### src/hdl/csi_rx_defs.svh
`ifndef CSI_RX_DEFS_SVH
`define CSI_RX_DEFS_SVH

// number of high-speed data lanes, the merger pairs exactly two
`define CSI_LANES 2

// leader byte that starts every high-speed burst
`define CSI_SYNC_BYTE 8'hB8

// output FIFO depth in items
`define CSI_FIFO_DEPTH 16

// width of the saturating header ECC error counter
`define CSI_ERR_CNT_W 8

`endif

### src/hdl/csi_rx_pkg.sv
package csi_rx_pkg;

  // one lane sample word, bit 0 is the oldest bit on the wire
  typedef logic [7:0] raw_word_t;

  typedef struct packed {
    logic       valid;
    logic [7:0] data;
  } lane_byte_t;

  // lo is lane 0 and comes first in the packet byte order
  typedef struct packed {
    logic [7:0] hi;
    logic [7:0] lo;
  } lane_pair_t;

  typedef enum logic {
    HEADER = 1'b0,
    DATA   = 1'b1
  } item_kind_t;

  // header items carry the word count in data, data items carry payload
  typedef struct packed {
    item_kind_t  kind;
    logic        last;
    logic [7:0]  data_id;
    logic [15:0] data;
  } csi_item_t;

endpackage

### src/hdl/hs_lane_rx.sv
`timescale 1ns/10ps

`include "csi_rx_defs.svh"

module hs_lane_rx import csi_rx_pkg::*; (
  input  logic       byte_clk_i,
  input  logic       rst_n_i,
  input  logic       hs_enable_i,
  input  raw_word_t  raw_i,
  output lane_byte_t byte_o
);

  logic        en_d1;
  logic        en_d2;
  raw_word_t   raw_q;
  raw_word_t   prev_q;
  logic [15:0] window;
  logic        sync_hit;
  logic [2:0]  sync_pos;
  logic        locked;
  logic [2:0]  offset;
  logic        byte_valid;
  logic [7:0]  byte_data;

  // the enable comes from the low-power side, so it is resynchronized here
  always_ff @(posedge byte_clk_i)
  begin
    if (!rst_n_i)
    begin
      en_d1 <= 1'b0;
      en_d2 <= 1'b0;
    end
    else
    begin
      en_d1 <= hs_enable_i;
      en_d2 <= en_d1;
    end
  end

  always_ff @(posedge byte_clk_i)
  begin
    raw_q  <= raw_i;
    prev_q <= raw_q;
  end

  // older word in the low half keeps the window in wire order
  assign window = {raw_q, prev_q};

  // lowest matching offset wins
  always_comb
  begin
    sync_hit = 1'b0;
    sync_pos = 3'd0;
    for (int k = 7; k >= 0; k--)
    begin
      if (window[k +: 8] == `CSI_SYNC_BYTE)
      begin
        sync_hit = 1'b1;
        sync_pos = 3'(k);
      end
    end
  end

  always_ff @(posedge byte_clk_i)
  begin
    if (!rst_n_i)
    begin
      locked     <= 1'b0;
      offset     <= 3'd0;
      byte_valid <= 1'b0;
    end
    else if (!en_d2)
    begin
      locked     <= 1'b0;
      byte_valid <= 1'b0;
    end
    else if (!locked)
    begin
      // the sync byte itself is not passed on
      byte_valid <= 1'b0;
      if (sync_hit)
      begin
        locked <= 1'b1;
        offset <= sync_pos;
      end
    end
    else
    begin
      byte_valid <= 1'b1;
    end
  end

  always_ff @(posedge byte_clk_i)
  begin
    byte_data <= window[offset +: 8];
  end

  assign byte_o.valid = byte_valid;
  assign byte_o.data  = byte_data;

endmodule

### src/hdl/lane_merger.sv
`timescale 1ns/10ps

`include "csi_rx_defs.svh"

module lane_merger import csi_rx_pkg::*; (
  input  logic       byte_clk_i,
  input  logic       rst_n_i,
  input  lane_byte_t lane0_i,
  input  lane_byte_t lane1_i,
  output lane_pair_t word_o,
  output logic       word_valid_o,
  output logic       burst_end_o
);

  lane_byte_t lane_in [`CSI_LANES];
  logic [7:0] store   [`CSI_LANES][2];
  logic [1:0] cnt     [`CSI_LANES];
  logic [7:0] head    [`CSI_LANES];
  logic       avail   [`CSI_LANES];
  logic       pop     [`CSI_LANES];
  logic       push    [`CSI_LANES];
  logic       wr_idx  [`CSI_LANES];
  logic       pair;
  logic       burst_active;
  logic       burst_done;

  assign lane_in[0] = lane0_i;
  assign lane_in[1] = lane1_i;

  // a lane that locks early parks up to two bytes until the other catches up
  always_comb
  begin
    for (int l = 0; l < `CSI_LANES; l++)
    begin
      avail[l] = (cnt[l] != 2'd0) || lane_in[l].valid;
      head[l]  = (cnt[l] != 2'd0) ? store[l][0] : lane_in[l].data;
    end
    pair = avail[0] && avail[1];
    for (int l = 0; l < `CSI_LANES; l++)
    begin
      pop[l]    = pair && (cnt[l] != 2'd0);
      push[l]   = lane_in[l].valid && !(pair && (cnt[l] == 2'd0)) &&
                  ((cnt[l] != 2'd2) || pop[l]);
      wr_idx[l] = (cnt[l] == 2'd2) || ((cnt[l] == 2'd1) && !pop[l]);
    end
  end

  assign burst_done = burst_active && !lane0_i.valid && !lane1_i.valid;

  always_ff @(posedge byte_clk_i)
  begin
    if (!rst_n_i)
    begin
      burst_active <= 1'b0;
      burst_end_o  <= 1'b0;
      word_valid_o <= 1'b0;
      for (int l = 0; l < `CSI_LANES; l++)
        cnt[l] <= 2'd0;
    end
    else
    begin
      word_valid_o <= pair;
      burst_end_o  <= burst_done;
      if (lane0_i.valid || lane1_i.valid)
        burst_active <= 1'b1;
      else if (burst_done)
        burst_active <= 1'b0;
      for (int l = 0; l < `CSI_LANES; l++)
      begin
        // bytes with no partner left are dropped when the burst closes
        if (burst_done)
          cnt[l] <= 2'd0;
        else
          cnt[l] <= cnt[l] + {1'b0, push[l]} - {1'b0, pop[l]};
      end
    end
  end

  always_ff @(posedge byte_clk_i)
  begin
    word_o.lo <= head[0];
    word_o.hi <= head[1];
    for (int l = 0; l < `CSI_LANES; l++)
    begin
      if (pop[l])
        store[l][0] <= store[l][1];
      if (push[l])
        store[l][wr_idx[l]] <= lane_in[l].data;
    end
  end

endmodule

### src/hdl/packet_header_decoder.sv
`timescale 1ns/10ps

`include "csi_rx_defs.svh"

module packet_header_decoder import csi_rx_pkg::*; (
  input  logic                      byte_clk_i,
  input  logic                      rst_n_i,
  input  lane_pair_t                word_i,
  input  logic                      word_valid_i,
  input  logic                      burst_end_i,
  output csi_item_t                 item_o,
  output logic                      push_o,
  output logic [`CSI_ERR_CNT_W-1:0] ecc_err_count_o
);

  typedef enum logic [2:0] {
    ST_HDR0,
    ST_HDR1,
    ST_DATA,
    ST_CRC,
    ST_SKIP
  } state_t;

  // parity masks of the CSI-2 header Hamming code, P0 first
  localparam logic [23:0] ECC_MASK [6] = '{
    24'hF12CB7,
    24'hF2555B,
    24'h749A6D,
    24'hB8E38E,
    24'hDF03F0,
    24'hEFFC00
  };

  state_t      state;
  logic [7:0]  data_id_q;
  logic [7:0]  wc_lsb_q;
  logic [15:0] wc;
  logic [14:0] words_left;
  logic        ecc_ok;
  logic        short_pkt;
  logic        hdr_last;

  function automatic logic [5:0] calc_ecc(input logic [23:0] d);
    logic [5:0] p;
    for (int i = 0; i < 6; i++)
      p[i] = ^(d & ECC_MASK[i]);
    return p;
  endfunction

  // header byte order is data ID, WC low, WC high, ECC
  assign wc        = {word_i.lo, wc_lsb_q};
  assign ecc_ok    = word_i.hi == {2'b00, calc_ecc({wc, data_id_q})};
  assign short_pkt = data_id_q < 8'h10;
  assign hdr_last  = short_pkt || (wc[15:1] == 15'd0);

  always_ff @(posedge byte_clk_i)
  begin
    if (!rst_n_i)
    begin
      state           <= ST_HDR0;
      push_o          <= 1'b0;
      words_left      <= 15'd0;
      ecc_err_count_o <= '0;
    end
    else
    begin
      push_o <= 1'b0;
      if (burst_end_i)
        state <= ST_HDR0;
      else if (word_valid_i)
      begin
        case (state)
          ST_HDR0:
            state <= ST_HDR1;
          ST_HDR1:
          begin
            if (ecc_ok)
            begin
              push_o     <= 1'b1;
              words_left <= wc[15:1];
              if (short_pkt)
                state <= ST_SKIP;
              else if (wc[15:1] == 15'd0)
                state <= ST_CRC;
              else
                state <= ST_DATA;
            end
            else
            begin
              if (ecc_err_count_o != '1)
                ecc_err_count_o <= ecc_err_count_o + 1'b1;
              state <= ST_SKIP;
            end
          end
          ST_DATA:
          begin
            push_o     <= 1'b1;
            words_left <= words_left - 1'b1;
            if (words_left == 15'd1)
              state <= ST_CRC;
          end
          // the CRC word is consumed here and not checked
          ST_CRC:
            state <= ST_SKIP;
          default:
            state <= ST_SKIP;
        endcase
      end
    end
  end

  always_ff @(posedge byte_clk_i)
  begin
    if (word_valid_i && (state == ST_HDR0))
    begin
      data_id_q <= word_i.lo;
      wc_lsb_q  <= word_i.hi;
    end
    item_o.data_id <= data_id_q;
    if (state == ST_HDR1)
    begin
      item_o.kind <= HEADER;
      item_o.last <= hdr_last;
      item_o.data <= wc;
    end
    else
    begin
      item_o.kind <= DATA;
      item_o.last <= words_left == 15'd1;
      item_o.data <= word_i;
    end
  end

endmodule

### src/hdl/stream_fifo.sv
`timescale 1ns/10ps

`include "csi_rx_defs.svh"

module stream_fifo import csi_rx_pkg::*; #(
  parameter int DEPTH = `CSI_FIFO_DEPTH
)(
  input  logic      byte_clk_i,
  input  logic      rst_n_i,
  input  csi_item_t item_i,
  input  logic      push_i,
  output csi_item_t item_o,
  output logic      valid_o,
  input  logic      ready_i,
  output logic      overflow_o
);

  localparam int AW = $clog2(DEPTH);
  localparam int CW = $clog2(DEPTH + 1);

  csi_item_t     mem [DEPTH];
  logic [AW-1:0] wr_ptr;
  logic [AW-1:0] rd_ptr;
  logic [CW-1:0] count;
  logic          full;
  logic          wr_en;
  logic          rd_en;

  // pointers wrap at DEPTH so any depth works, not only powers of two
  function automatic logic [AW-1:0] next_ptr(input logic [AW-1:0] p);
    return (p == AW'(DEPTH - 1)) ? '0 : p + 1'b1;
  endfunction

  assign full    = count == CW'(DEPTH);
  assign valid_o = count != '0;
  assign item_o  = mem[rd_ptr];
  assign wr_en   = push_i && !full;
  assign rd_en   = valid_o && ready_i;

  always_ff @(posedge byte_clk_i)
  begin
    if (wr_en)
      mem[wr_ptr] <= item_i;
  end

  always_ff @(posedge byte_clk_i)
  begin
    if (!rst_n_i)
    begin
      wr_ptr     <= '0;
      rd_ptr     <= '0;
      count      <= '0;
      overflow_o <= 1'b0;
    end
    else
    begin
      if (wr_en)
        wr_ptr <= next_ptr(wr_ptr);
      if (rd_en)
        rd_ptr <= next_ptr(rd_ptr);
      if (wr_en && !rd_en)
        count <= count + 1'b1;
      else if (!wr_en && rd_en)
        count <= count - 1'b1;
      // a push while full is lost, the flag stays up until reset
      if (push_i && full)
        overflow_o <= 1'b1;
    end
  end

endmodule

### src/hdl/csi_rx_top.sv
`timescale 1ns/10ps

`include "csi_rx_defs.svh"

module csi_rx_top import csi_rx_pkg::*; (
  input  logic                      byte_clk_i,
  input  logic                      rst_n_i,
  input  logic [`CSI_LANES-1:0]     lane_enable_i,
  input  raw_word_t                 lane0_raw_i,
  input  raw_word_t                 lane1_raw_i,
  output csi_item_t                 m_item_o,
  output logic                      m_valid_o,
  input  logic                      m_ready_i,
  output logic [`CSI_ERR_CNT_W-1:0] ecc_err_count_o,
  output logic                      overflow_o
);

  lane_byte_t lane0_byte;
  lane_byte_t lane1_byte;
  lane_pair_t pair_word;
  logic       pair_valid;
  logic       burst_end;
  csi_item_t  item;
  logic       item_push;

  hs_lane_rx lane0_rx (
    .byte_clk_i  ( byte_clk_i       ),
    .rst_n_i     ( rst_n_i          ),
    .hs_enable_i ( lane_enable_i[0] ),
    .raw_i       ( lane0_raw_i      ),
    .byte_o      ( lane0_byte       )
  );

  hs_lane_rx lane1_rx (
    .byte_clk_i  ( byte_clk_i       ),
    .rst_n_i     ( rst_n_i          ),
    .hs_enable_i ( lane_enable_i[1] ),
    .raw_i       ( lane1_raw_i      ),
    .byte_o      ( lane1_byte       )
  );

  lane_merger merger (
    .byte_clk_i   ( byte_clk_i ),
    .rst_n_i      ( rst_n_i    ),
    .lane0_i      ( lane0_byte ),
    .lane1_i      ( lane1_byte ),
    .word_o       ( pair_word  ),
    .word_valid_o ( pair_valid ),
    .burst_end_o  ( burst_end  )
  );

  packet_header_decoder decoder (
    .byte_clk_i      ( byte_clk_i      ),
    .rst_n_i         ( rst_n_i         ),
    .word_i          ( pair_word       ),
    .word_valid_i    ( pair_valid      ),
    .burst_end_i     ( burst_end       ),
    .item_o          ( item            ),
    .push_o          ( item_push       ),
    .ecc_err_count_o ( ecc_err_count_o )
  );

  stream_fifo #(
    .DEPTH      ( `CSI_FIFO_DEPTH )
  ) out_fifo (
    .byte_clk_i ( byte_clk_i      ),
    .rst_n_i    ( rst_n_i         ),
    .item_i     ( item            ),
    .push_i     ( item_push       ),
    .item_o     ( m_item_o        ),
    .valid_o    ( m_valid_o       ),
    .ready_i    ( m_ready_i       ),
    .overflow_o ( overflow_o      )
  );

endmodule

### config.mk
export PLATFORM = sky130hd
export DESIGN_NAME = csi_rx_top
export DESIGN_NICKNAME = d
export VERILOG_FILES = /design/src/hdl/csi_rx_pkg.sv /design/src/hdl/hs_lane_rx.sv /design/src/hdl/lane_merger.sv /design/src/hdl/packet_header_decoder.sv /design/src/hdl/stream_fifo.sv /design/src/hdl/csi_rx_top.sv
export VERILOG_INCLUDE_DIRS = /design/src /design/src/hdl
export SDC_FILE = /design/constraint.sdc
export NUM_CORES = 1
export LEC_CHECK = 0
export BUFFER_PORTS_ARGS = -buffer_cell sky130_fd_sc_hd__buf_4
export CORE_MARGIN = 2
export CORE_UTILIZATION = 62
export CTS_CLUSTER_DIAMETER = 150
export DETAILED_ROUTE_END_ITERATION = 6
export PLACE_DENSITY_LB_ADDON = 0.08
export SETUP_SLACK_MARGIN = 0.02
export SYNTH_ARGS = -nofsm -noshare
export SYNTH_HDL_FRONTEND = slang
export SYNTH_HIERARCHICAL = 1
export SYNTH_SLANG_ARGS = --single-unit
### constraint.sdc
create_clock -name byte_clk_i -period 4.3 [get_ports byte_clk_i]
set_input_delay 0.645 -clock byte_clk_i [delete_from_list [all_inputs] [get_ports byte_clk_i]]
set_output_delay 0.645 -clock byte_clk_i [all_outputs]
set_load 0.1 [all_outputs]
# After elaboration in Yosys (flattened, before gate mapping)
# Memory sizes are Yosys's and may differ from the RTL's. A register that Yosys moved wholly into a read port is not among the register bits.
# Cells that the tools add are included.
# classes
n_addsub,10
mul,0
div,0
order_cmp,5
n_eq_ne,32
n_shift,2
mux,100
bitwise_logic,28
reduce_logical,63
# ops
cell,n
$reduce_xor A24 Y1,6
$eq A8 B8 Y1 const B,16
$mux W1,57
$mux W3,19
$mux W16,3
$mux W8,4
$shiftx A16 B4 Y8,2
$pmux W15 S2,1
$logic_and A1 B1 Y1,21
$or A1 B1 Y1,20
$demux W8 S1,2
$mux W4,4
$eq A15 B1 Y1 const B,1
$logic_not A15 Y1,1
$mux W15,1
$sub A15 B1 Y15 const B,1
$mux W2,5
$mux W5,2
$reduce_bool A2 Y1,5
$logic_not A1 Y1,9
$pmux W3 S3,1
$add A4 B1 Y4 const B,2
$add A8 B1 Y8 const B,1
$eq A4 B4 Y1 const B,2
29 further kinds,54
# word_totals
ff_bits,164
latchBits,0
ram_bits,452
romBits,0
in_bits,21
out_inout_bits,36
elab_cells,278
memories,3
# memory_table
memory,depth,width,read_ports,rd_clocked_by_memory_dff,write_ports,line_no,text
out_fifo.mem,16,26,1,1,1,stream_fifo.sv:21,csi_item_t mem [DEPTH];
merger.store,2,16,2,0,2,lane_merger.sv:16,logic [7:0] store [`CSI_LANES][2];
merger.cnt,2,2,2,0,2,lane_merger.sv:17,logic [1:0] cnt [`CSI_LANES];

# Longest topological paths before layout
# Gate-level depths: netlist of run 1.
# An unclocked memory read counts as a cell.
# depth
depth_word,15
ltp_mapped,10
mapped_depth_nobuf,10

# Modules after synthesis
# Netlist of run 1, hierarchy kept.
# by_module_without_submodules
module,instances,cells_each,area_each_um2,seq_area_each_um2
stream_fifo,1,757,16558.4,12852.3
packet_header_decoder,1,364,3564.7,1541.5
hs_lane_rx,2,120,1312.5,620.6
lane_merger,1,139,2217.1,1461.4

# Worst setup path before layout of run 1
# OpenSTA, ideal clock, no wires.
# synth_timing
path_type,register -> register
start,reg out_fifo.count[0]
end,"mem out_fifo/mem[0][0] (netlist bit), enable pin"
setup_time_ns,0.484
arrival_ns,3.431
required_time_ns,3.816
path_slack_ns,0.385
path_stages_with_launch,4
n_path_buf,0
synth_period_minus_slack_ns,3.915
path_cell_list,dfxtp_1 > or4_4 > o21ai_4 > nor4b_1
# synth_between
elab_chain_len,5
# synth_rtl
item,line_no,text
start: declaration,stream_fifo.sv:24,logic [CW-1:0] count;
start signal: assignment,stream_fifo.sv:62,count <= count + 1'b1;
start signal: assignment,stream_fifo.sv:64,count <= count - 1'b1;
$eq A5 B5 Y1,stream_fifo.sv:34,assign full = count == CW'(DEPTH);
$logic_not A1 Y1,stream_fifo.sv:37,assign wr_en = push_i && !full;
$logic_and A1 B1 Y1,stream_fifo.sv:37,
$mux W1,stream_fifo.sv:42,if (wr_en)
$mux W1 (implied by the code),stream_fifo.sv:43,mem[wr_ptr] <= item_i;
end: declaration,stream_fifo.sv:21,
# Every way passes these cells.

==> results of run 1 <==
metrics by stage:
stage               hold slack [ns]  util [%]  instances  setup WS (ns)  power, uW
floorplan                    0.3096         -       1503         0.3847       9400
global placement             0.3133     65.31       2028          1.185       9979
detailed placement           0.3151     65.31       2028          1.089      10020
CTS                          0.1041     70.38       2138         0.7019      15300
global route                 0.1163     70.38       2138         0.5605      15720
finish                       0.1364     70.38       2138         0.7678      15160
final cells by class:
type,instances,area [um2]
inverters,28,105.1
multi-input cells,779,7476
repair buffers,76,608.1
clock buffers,82,1644
clock inverters,28,367.9
flip-flops and latches,620,17100
well taps,525,656.9
fillers,2566,11770
per-layer routing:
metal,track usage [%],part of all wire (%)
met1,34.31,41
met4,7.350,2.3
met3,3.786,6.0
met5,0,0
met2,41.71,50
worst paths after layout:
path / from / endpoint / slack [ns]
setup / recovery: flip-flop / m_item_o[23] / 0.77
setup reg to reg: decoder/data_id_q[1] / decoder/words_left[0] / 1.05
hold / removal: lane0_raw_i[7] / lane0_rx/raw_q[7] / 0.14
hold reg to reg: lane1_rx/raw_q[7] / lane1_rx/prev_q[7] / 0.33
cell families (layout without fill, tap and decap cells):
family                   count (synthesis)  in the layout  share of synthesized area (%)
other                                    1              4                        0.01502
buffers and inverters                  104            214                          1.809
multiplexers                           172            172                          12.91
AO/OA/AOI/OAI                          188            188                          5.789
AND/OR/NAND/NOR                        343            343                          7.528
flip-flops                             620            620                          68.48
XOR/XNOR                                52             52                          2.436
adder cells (fa/ha/maj)                 20             20                          1.032
flip-flops by register name, indices dropped and copies added (netlist names), 4 cells and up, named ones only:
register and count:
decoder/item_o 26, lane1_rx/byte_data 8, decoder/wc_lsb_q 8, lane0_rx/prev_q 8, decoder/words_left 15, merger/cnt 4
out_fifo/rd_ptr 4, merger/store 32, lane1_rx/raw_q 8, decoder/ecc_err_count_o 8, decoder/data_id_q 8, out_fifo/mem 416
out_fifo/count 5, lane1_rx/prev_q 8, merger/word_o 16, lane0_rx/byte_data 8, lane0_rx/raw_q 8, out_fifo/wr_ptr 4
power breakdown:
group	switching, uW	total [uW]	internal, uW
Clock	2150	5300	3150
Combinational	1600	2750	1160
Sequential	372	7110	6740
synthesized netlist by cell type (20+ instances only):
cell type / n
dfxtp_1: 152
nor2_1: 28
o21ai_0: 29
a22oi_1: 56
a21oi_1: 31
inv_1: 27
mux2i_1: 20
clkbuf_1: 38
mux4_2: 108
mux2_2: 36
buf_2: 25
xnor2_1: 34
nand3_1: 22
edfxtp_1: 468
and2_1: 28
nand2_1: 148
critical path: cells and delay by family, from the launching register on:
| kind | cells | cell delay [ns] |
|---|---|---|
| buffers and inverters | 2 | 0.73 |
| DFF | 1 | 0.60 |
| muxes | 1 | 0.56 |
| AOI/OAI and AO/OA | 1 | 0.25 |
| and+or+nand+nor | 1 | 0.10 |
==> impl_metrics.yaml, run 1 <==
status:
  status: "finished clean"
sta:
  setup_viol: 0
  min_period_ns: 3.532
  hold_viol: 0
  skew_ns: 0.01672
  post-route-period-util_pct: 82.14
  slew_viol_final: 0
  rsz0062_at_grt: "no"
  worst_pin_slew_ns: 1.121
  fmax_ghz: 0.2831
  maxSlewHeadroom_pct: 25.28
  fin_tns_setup_ns: 0
logic_synthesis:
  yosysTopAreaCell: "edfxtp_1"
  synth_cell_types: 81
  synth_top_area_share_pct: 56.29
  synthCells: 1500
  synth.area.top_cells: "edfxtp_1 (56%), dfxtp_1 (12%), mux4_2 (9.7%), nand2_1 (2.2%), a22oi_1 (1.7%)"
  synth_ff_type: "edfxtp_1"
  avgSynthCellArea_um2: 16.64
  syn_area_um2: 24970
  async_reset_ff_share_pct: 0
  synth_warnings: 6
  synth-seq-area-share_pct: 68.48
  synth-seq-cells: 620
  synth-edff-count: 468
pwr:
  irDropWorstVdd_mv: 0.3452
  power.density_nw_per_um2: 542.3
  p_leak_uw: 0.009508
routing:
  routedWlPerCell_um: 23.73
  postRouteAntennaNets: 0
  drt_first_pass_iters: 5
  drt-initial-drc-count: 1002
  viasPerCell: 6.217
  vias: 13290
  wl_um: 50730
  drc_errors: 0
setup_path:
  path_cells: "buf_4 -> mux4_2 -> a22oi_1 -> nand2_1 -> buf_4"
  worst_ep_arrival_time_ns: 2.89
  critPathSlowestCell: "dfxtp_4"
  cp_common_cell: "buf_4"
  critPathMaxStageDelay_ns: 0.60
  cp-start-kind: "flip-flop"
  rr_worst_depth: 7
  crit_path_end_kind: "primary output"
  cp.required_ns: 3.65
  worstSetupPathType: "flip-flop to primary output"
  path_max_fanout: 23
global_routing:
  grtUsageTotal_pct: 24.93
  grt_overflow: 0
  grt_antenna_before_repair: 1
  grt_max_degree: 63
  grt_pass1_wl_um: 77840
  grt_pass1_vias: 13280
clocking:
  cts.sinks: 620
  cts_hold_buf: 0
  insertion_delay_ns: 0.62
  root_buffer: "clkbuf_16"
  cts_tree: "yes"
  post-cts-setup-buffers: 0
  htreeDepth: 2
  cts_resized: 0
  clkTransAtPathRegs_ns: 0.06
  numCtsBuffers: 59
  cts_buffer_depth: 3
place:
  placed_cell_area_um2: 25950
  port_buffers: 56
  dp_hpwl_um: 28650
  gpl.final_weighted_congestion: 0.8545
layout:
  final_common_cell: "edfxtp_1"
  stdcell_area_um2: 27960
  layout_common_cells: "edfxtp_1 (468), dfxtp_1 (150), nand2_1 (148)"
  drive_above_1_share_pct: 23.62
  fin_nets: 1605
  syn2layout_area_growth_pct: 12.00
  insertedDiodeCount: 0
worst_hold_path:
  min_path_cells: 1
  holdCritPathClass: "input pin to flip-flop"
floorplan:
  ioPinCount: 57
  die_area_um2: 41890
  die_y_um: 204.7
  num_rows: 73
  initial_core_util_pct: 62.83
  core-area_um2: 39730
  die_w_um: 204.7
run:
  maxCapViolCount: 0
No activity file was read; power rests on OpenSTA's default activity.
==> run 2: changes to the inputs <==
CORE_UTILIZATION = 56   (was 62)
clock period = 2.85 ns   (was 4.3 ns; I/O delays follow)
==> run 2 against run 1 <==
Effect of this change: the run now ends with setup timing left; sequential cell count stayed put; clock power rose by 60%; register-to-register slack worse by 0.88 ns; critical path depth up 1; setup slack worse by 0.83 ns; critical path type unchanged; highest routed layer unchanged.
==> impl_metrics.yaml, run 2 (synthesized netlist as in run 1, its figures left out) <==
status:
  status: "finished with violations"
  violations: "setup timing"
global_routing:
  grt_pass1_wl_um: 81410
  grt_antenna_before_repair: 0
  grtUsageTotal_pct: 23.10
  grt_max_degree: 40
  grt_pass1_vias: 13540
  grt_overflow: 0
place:
  gpl.final_weighted_congestion: 0.8601
  port_buffers: 56
  placed_cells: 2123
  dp_hpwl_um: 29840
  placed_cell_area_um2: 26390
floorplan:
  die_area_um2: 46290
  ioPinCount: 57
  die_y_um: 215.1
  initial_core_util_pct: 56.58
  core-area_um2: 44120
  die_w_um: 215.1
  num_rows: 77
pwr:
  seq_power_share_pct: 43.4
  report.power.total_uw: 24580
  switchingPower_uw: 6718
  clock_power_share_pct: 34.5
  sw_frac_of_total_pct: 27.33
  p_comb_share_pct: 22.1
  irDropWorstVdd_mv: 0.5211
  power.internal_uw: 17860
  power.density_nw_per_um2: 830.3
  p_leak_uw: 0.01011
routing:
  viasPerCell: 5.904
  vias: 13420
  routedWlPerCell_um: 23.42
  postRouteAntennaNets: 0
  drt-initial-drc-count: 964
  drc_errors: 0
  drt_first_pass_iters: 5
  wl_um: 53230
setup_path:
  crit_path_end_kind: "primary output"
  cp-start-kind: "flip-flop"
  cp.required_ns: 2.42
  worst_ep_arrival_time_ns: 2.48
  path_max_fanout: 6
  endpoint: "m_item_o[14]"
  reg2reg_to: "decoder/words_left[9]"
  rr_worst_depth: 8
  worst-r2r-setup-slack_ns: 0.17
  worstSetupPathType: "flip-flop to primary output"
  r2r_start: "merger/word_o[6]"
sta:
  maxSlewHeadroom_pct: 35.07
  skew_ns: 0.03195
  fin_tns_setup_ns: -0.07328
  slew_viol_final: 0
  worst_pin_slew_ns: 0.9740
  post-route-period-util_pct: 102.0
  layout_setup_ws_ns: -0.05794
  min_period_ns: 2.908
  setup_viol: 4
  fmax_ghz: 0.3439
  whs_ns: 0.03405
  hold_viol: 0
  rsz0062_at_grt: "yes"
clocking:
  root_buffer: "clkbuf_16"
  cts.sinks: 620
  clkTransAtPathRegs_ns: 0.06
  numCtsBuffers: 61
  cts_buffer_depth: 3
  insertion_delay_ns: 0.64
  htreeDepth: 2
  cts_tree: "yes"
layout:
  fin_nets: 1669
  syn2layout_area_growth_pct: 18.59
  final_common_cell: "edfxtp_1"
  largest_reg_flops: 416
  fillCellCount: 3088
  layout_common_cells: "edfxtp_1 (468), dfxtp_1 (149), nand2_1 (131)"
  final-instance-count-excl-fill: 2273
  top_regs: "out_fifo/mem x416, merger/store x32, decoder/item_o x26"
  drive_above_1_share_pct: 28.61
  insertedDiodeCount: 0
  stdcell_area_um2: 29610
  top_register: "out_fifo/mem"
run:
  maxCapViolCount: 0
worst_hold_path:
  holdCritPathClass: "input pin to flip-flop"
-- run 2: critical path, cell delays in order (launching register included) --
cell	delay, ns
dfxtp_4	0.41
buf_12	0.19
buf_16	0.16
mux4_2	0.50
a22oi_1	0.27
nand2_1	0.15
buf_12	0.19
-- run 2: stage by stage --
stage,utilization (%),worst slack (ns)
after floorplan,-,-1.043
after global placement,59.81,0.1105
after detailed placement,59.81,0.06687
after CTS,66.44,-0.06441
after global routing,67.10,-0.1787
final,67.10,-0.05794
-- run 2: layout make-up --
type | count | area, um2 | share of cell area [%]
clock buffer | 79 | 1667 | 5.629
multi-input combinational | 779 | 7714 | 26.05
sequential | 620 | 17110 | 57.78
clock inverter | 37 | 486.7 | 1.644
timing repair buffer | 138 | 1788 | 6.039
tap | 592 | 740.7 | 2.502
inverter | 28 | 105.1 | 0.3550
-- run 2: how the worst min path moves through the flow --
stage,startpoint,endpoint,cells after the start
3_3_place_gp,lane1_rx/raw_q[7],lane1_rx/prev_q[7],0
6_report,lane_enable_i[1],lane1_rx/en_d1,2
5_1_grt,lane_enable_i[1],lane1_rx/en_d1,2
3_5_place_dp,lane0_rx/raw_q[7],lane0_rx/prev_q[7],0
2_1_floorplan,lane0_rx/raw_q[7],lane0_rx/prev_q[7],0
4_1_cts,lane_enable_i[1],lane1_rx/en_d1,2
-- run 2: power groups by stage --
stage	sequential (uW)	combinational [uW]	clock [uW]
floorplan	10600	3580	0
global placement	10800	4330	0
detailed placement	10900	4350	0
CTS	10700	5150	8660
global route	10700	5750	9010
finish	10700	5420	8490
-- run 2: what timing repair did --
action                                 CTS  global route
endpoints found under the hold margin   17             0
cloned                                   8             5
setup endpoints to repair               26            49
pin swaps                               11            15
buffers inserted                         4             0
hold buffers                            17             0
resized for setup                       86            39
-- run 2: per-layer routing --
metal / share of wire [%] / global-route usage (%)
met1: 43 / 31.29
met2: 50 / 38.92
met3: 4.7 / 3.751
met4: 2.4 / 6.828
met5: 0 / 0
==> run 3: changes to the inputs <==
BUFFER_PORTS_ARGS = -buffer_cell sky130_fd_sc_hd__buf_2   (was -buffer_cell sky130_fd_sc_hd__buf_4)
==> run 3 against run 2 <==
Effect of this change: the flow now finishes without violations; non-clock buffer count up 6; sequential power about the same; sequential share of layout area decreased by 0.20 points; routed wire length is 0.25% lower; combinational power rose by 5.2%; global-route usage rose by 0.36 points; largest cell class unchanged; power is essentially flat; highest routed layer unchanged; count of clock-buffer cells in the layout decreased by 4; critical path depth increased by 1; setup slack better by 0.073 ns.
==> impl_metrics.yaml, run 3 (synthesized netlist as in run 1, its figures left out) <==
status:
  status: "finished clean"
setup_path:
  rr_worst_depth: 8
  crit_path_end_kind: "primary output"
  r2r_start: "decoder/data_id_q[7]"
  cp.required_ns: 2.42
  critPathSlowestCell: "mux4_2"
  worstSetupPathType: "flip-flop to primary output"
  path_cells: "buf_12 -> buf_12 -> buf_16 -> mux4_2 -> a22oi_2 -> nand2_2 -> buf_12"
  cp-start-kind: "flip-flop"
  worst_ep_arrival_time_ns: 2.41
  worst-r2r-setup-slack_ns: 0.14
  reg2reg_to: "decoder/words_left[5]"
  path_max_fanout: 5
  cp_common_cell: "buf_12"
  critPathMaxStageDelay_ns: 0.50
pwr:
  power.internal_uw: 17800
  clock_power_share_pct: 33.6
  sw_frac_of_total_pct: 27.64
  p_leak_uw: 0.01013
  seq_power_share_pct: 43.3
  power.density_nw_per_um2: 828.0
  switchingPower_uw: 6799
  irDropWorstVdd_mv: 0.5548
  p_comb_share_pct: 23.2
routing:
  drc_errors: 0
  vias: 13520
  drt_first_pass_iters: 4
  viasPerCell: 5.932
  routedWlPerCell_um: 23.30
  postRouteAntennaNets: 0
  wl_um: 53100
  drt-initial-drc-count: 973
clocking:
  cts.sinks: 620
  htreeDepth: 2
  cts_buffer_depth: 3
  cts_tree: "yes"
  numCtsBuffers: 61
  root_buffer: "clkbuf_16"
  clkTransAtPathRegs_ns: 0.06
  insertion_delay_ns: 0.63
sta:
  worst_pin_slew_ns: 0.9846
  slew_viol_final: 0
  post-route-period-util_pct: 99.47
  maxSlewHeadroom_pct: 34.36
  fin_tns_setup_ns: 0
  fmax_ghz: 0.3527
  layout_setup_ws_ns: 0.01512
  setup_viol: 0
  skew_ns: 0.01867
  rsz0062_at_grt: "yes"
  hold_viol: 0
  min_period_ns: 2.835
layout:
  largest_reg_flops: 416
  layout_common_cells: "edfxtp_1 (468), dfxtp_1 (150), nand2_1 (124)"
  stdcell_area_um2: 29710
  top_regs: "out_fifo/mem x416, merger/store x32, decoder/item_o x26"
  final-instance-count-excl-fill: 2279
  fin_util_pct: 67.33
  top_register: "out_fifo/mem"
  insertedDiodeCount: 0
  drive_above_1_share_pct: 29.93
  syn2layout_area_growth_pct: 18.99
  final_common_cell: "edfxtp_1"
  fin_nets: 1675
place:
  port_buffers: 56
  placed_cells: 2123
  placed_cell_area_um2: 26620
  dp_slack_ns: 0.08251
  gpl.final_weighted_congestion: 0.8646
  dp_hpwl_um: 29900
worst_hold_path:
  holdCritPathClass: "input pin to flip-flop"
  min_path_cells: 2
  min_to: "lane1_rx/offset[1]"
  hp-start: "rst_n_i"
global_routing:
  grt_max_degree: 37
  grt_antenna_before_repair: 2
  grtUsageTotal_pct: 23.46
  grt_pass1_vias: 13820
  grt_pass1_wl_um: 82390
  grt_overflow: 0
floorplan:
  die_area_um2: 46290
  initial_core_util_pct: 56.58
  die_y_um: 215.1
  ioPinCount: 57
  core-area_um2: 44120
  num_rows: 77
  die_w_um: 215.1
run:
  maxCapViolCount: 0
-- run 3: area by class of cell --
| type | instances | area (um2) |
|---|---|---|
| clock buffer | 75 | 1609 |
| clock inverter | 41 | 481.7 |
| fill | 3054 | 14420 |
| inverter | 28 | 105.1 |
| multi-input combinational | 779 | 7776 |
| sequential | 620 | 17100 |
| tap | 592 | 740.7 |
| timing repair buffer | 144 | 1891 |
-- run 3: what timing repair did --
item / CTS / global route
setup endpoints to repair: 26 / 49
hold buffers: 18 / 0
pin swaps: 45 / 11
cloned: 12 / 0
hold endpoints to repair: 18 / 0
gates resized for setup: 75 / 14
setup buffers: 9 / 1
-- run 3: how the worst max path moves through the flow --
stage	slack (ns)	end	startpoint	cells past startpoint
2_1_floorplan	-1.04	out_fifo/mem[1][0]	out_fifo/count[0]	3
3_3_place_gp	0.18	decoder/words_left[2]	decoder/data_id_q[7]	8
3_5_place_dp	0.08	decoder/words_left[5]	decoder/data_id_q[1]	8
4_1_cts	-0.03	m_item_o[20]	flip-flop	7
5_1_grt	-0.07	m_item_o[3]	flip-flop	7
6_report	0.02	m_item_o[3]	flip-flop	7
-- run 3: per-stage QoR --
step | total power, uW | hold WS (ns)
2_1_floorplan | 14180 | 0.3096
3_3_place_gp | 15520 | 0.3124
3_5_place_dp | 15590 | 0.3135
4_1_cts | 24790 | 0.1767
5_1_grt | 25510 | 0.1892
6_report | 24600 | 0.1934
-- run 3: per-layer routing --
layer  GRT usage (%)  share of wire, %
met2           39.23                50
met3           4.105               4.8
met5               0                 0
met1           31.90                42
met4           6.828               2.4
-- run 3: power by group through the flow --
stage / registers, uW / clock network, uW / logic (uW)
after floorplan: 10600 / 0 / 3580
after global placement: 10800 / 0 / 4690
after detailed placement: 10900 / 0 / 4720
after CTS: 10600 / 8430 / 5710
after global routing: 10700 / 8800 / 6010
final: 10600 / 8260 / 5700
-- run 3: critical path: cells and delay by family, from the launching register on --
family / cells / cell delay (ns)
AOI/OAI and AO/OA: 1 / 0.22
buffers and inverters: 4 / 0.60
DFF: 1 / 0.37
and+or+nand+nor: 1 / 0.10
muxes: 1 / 0.50
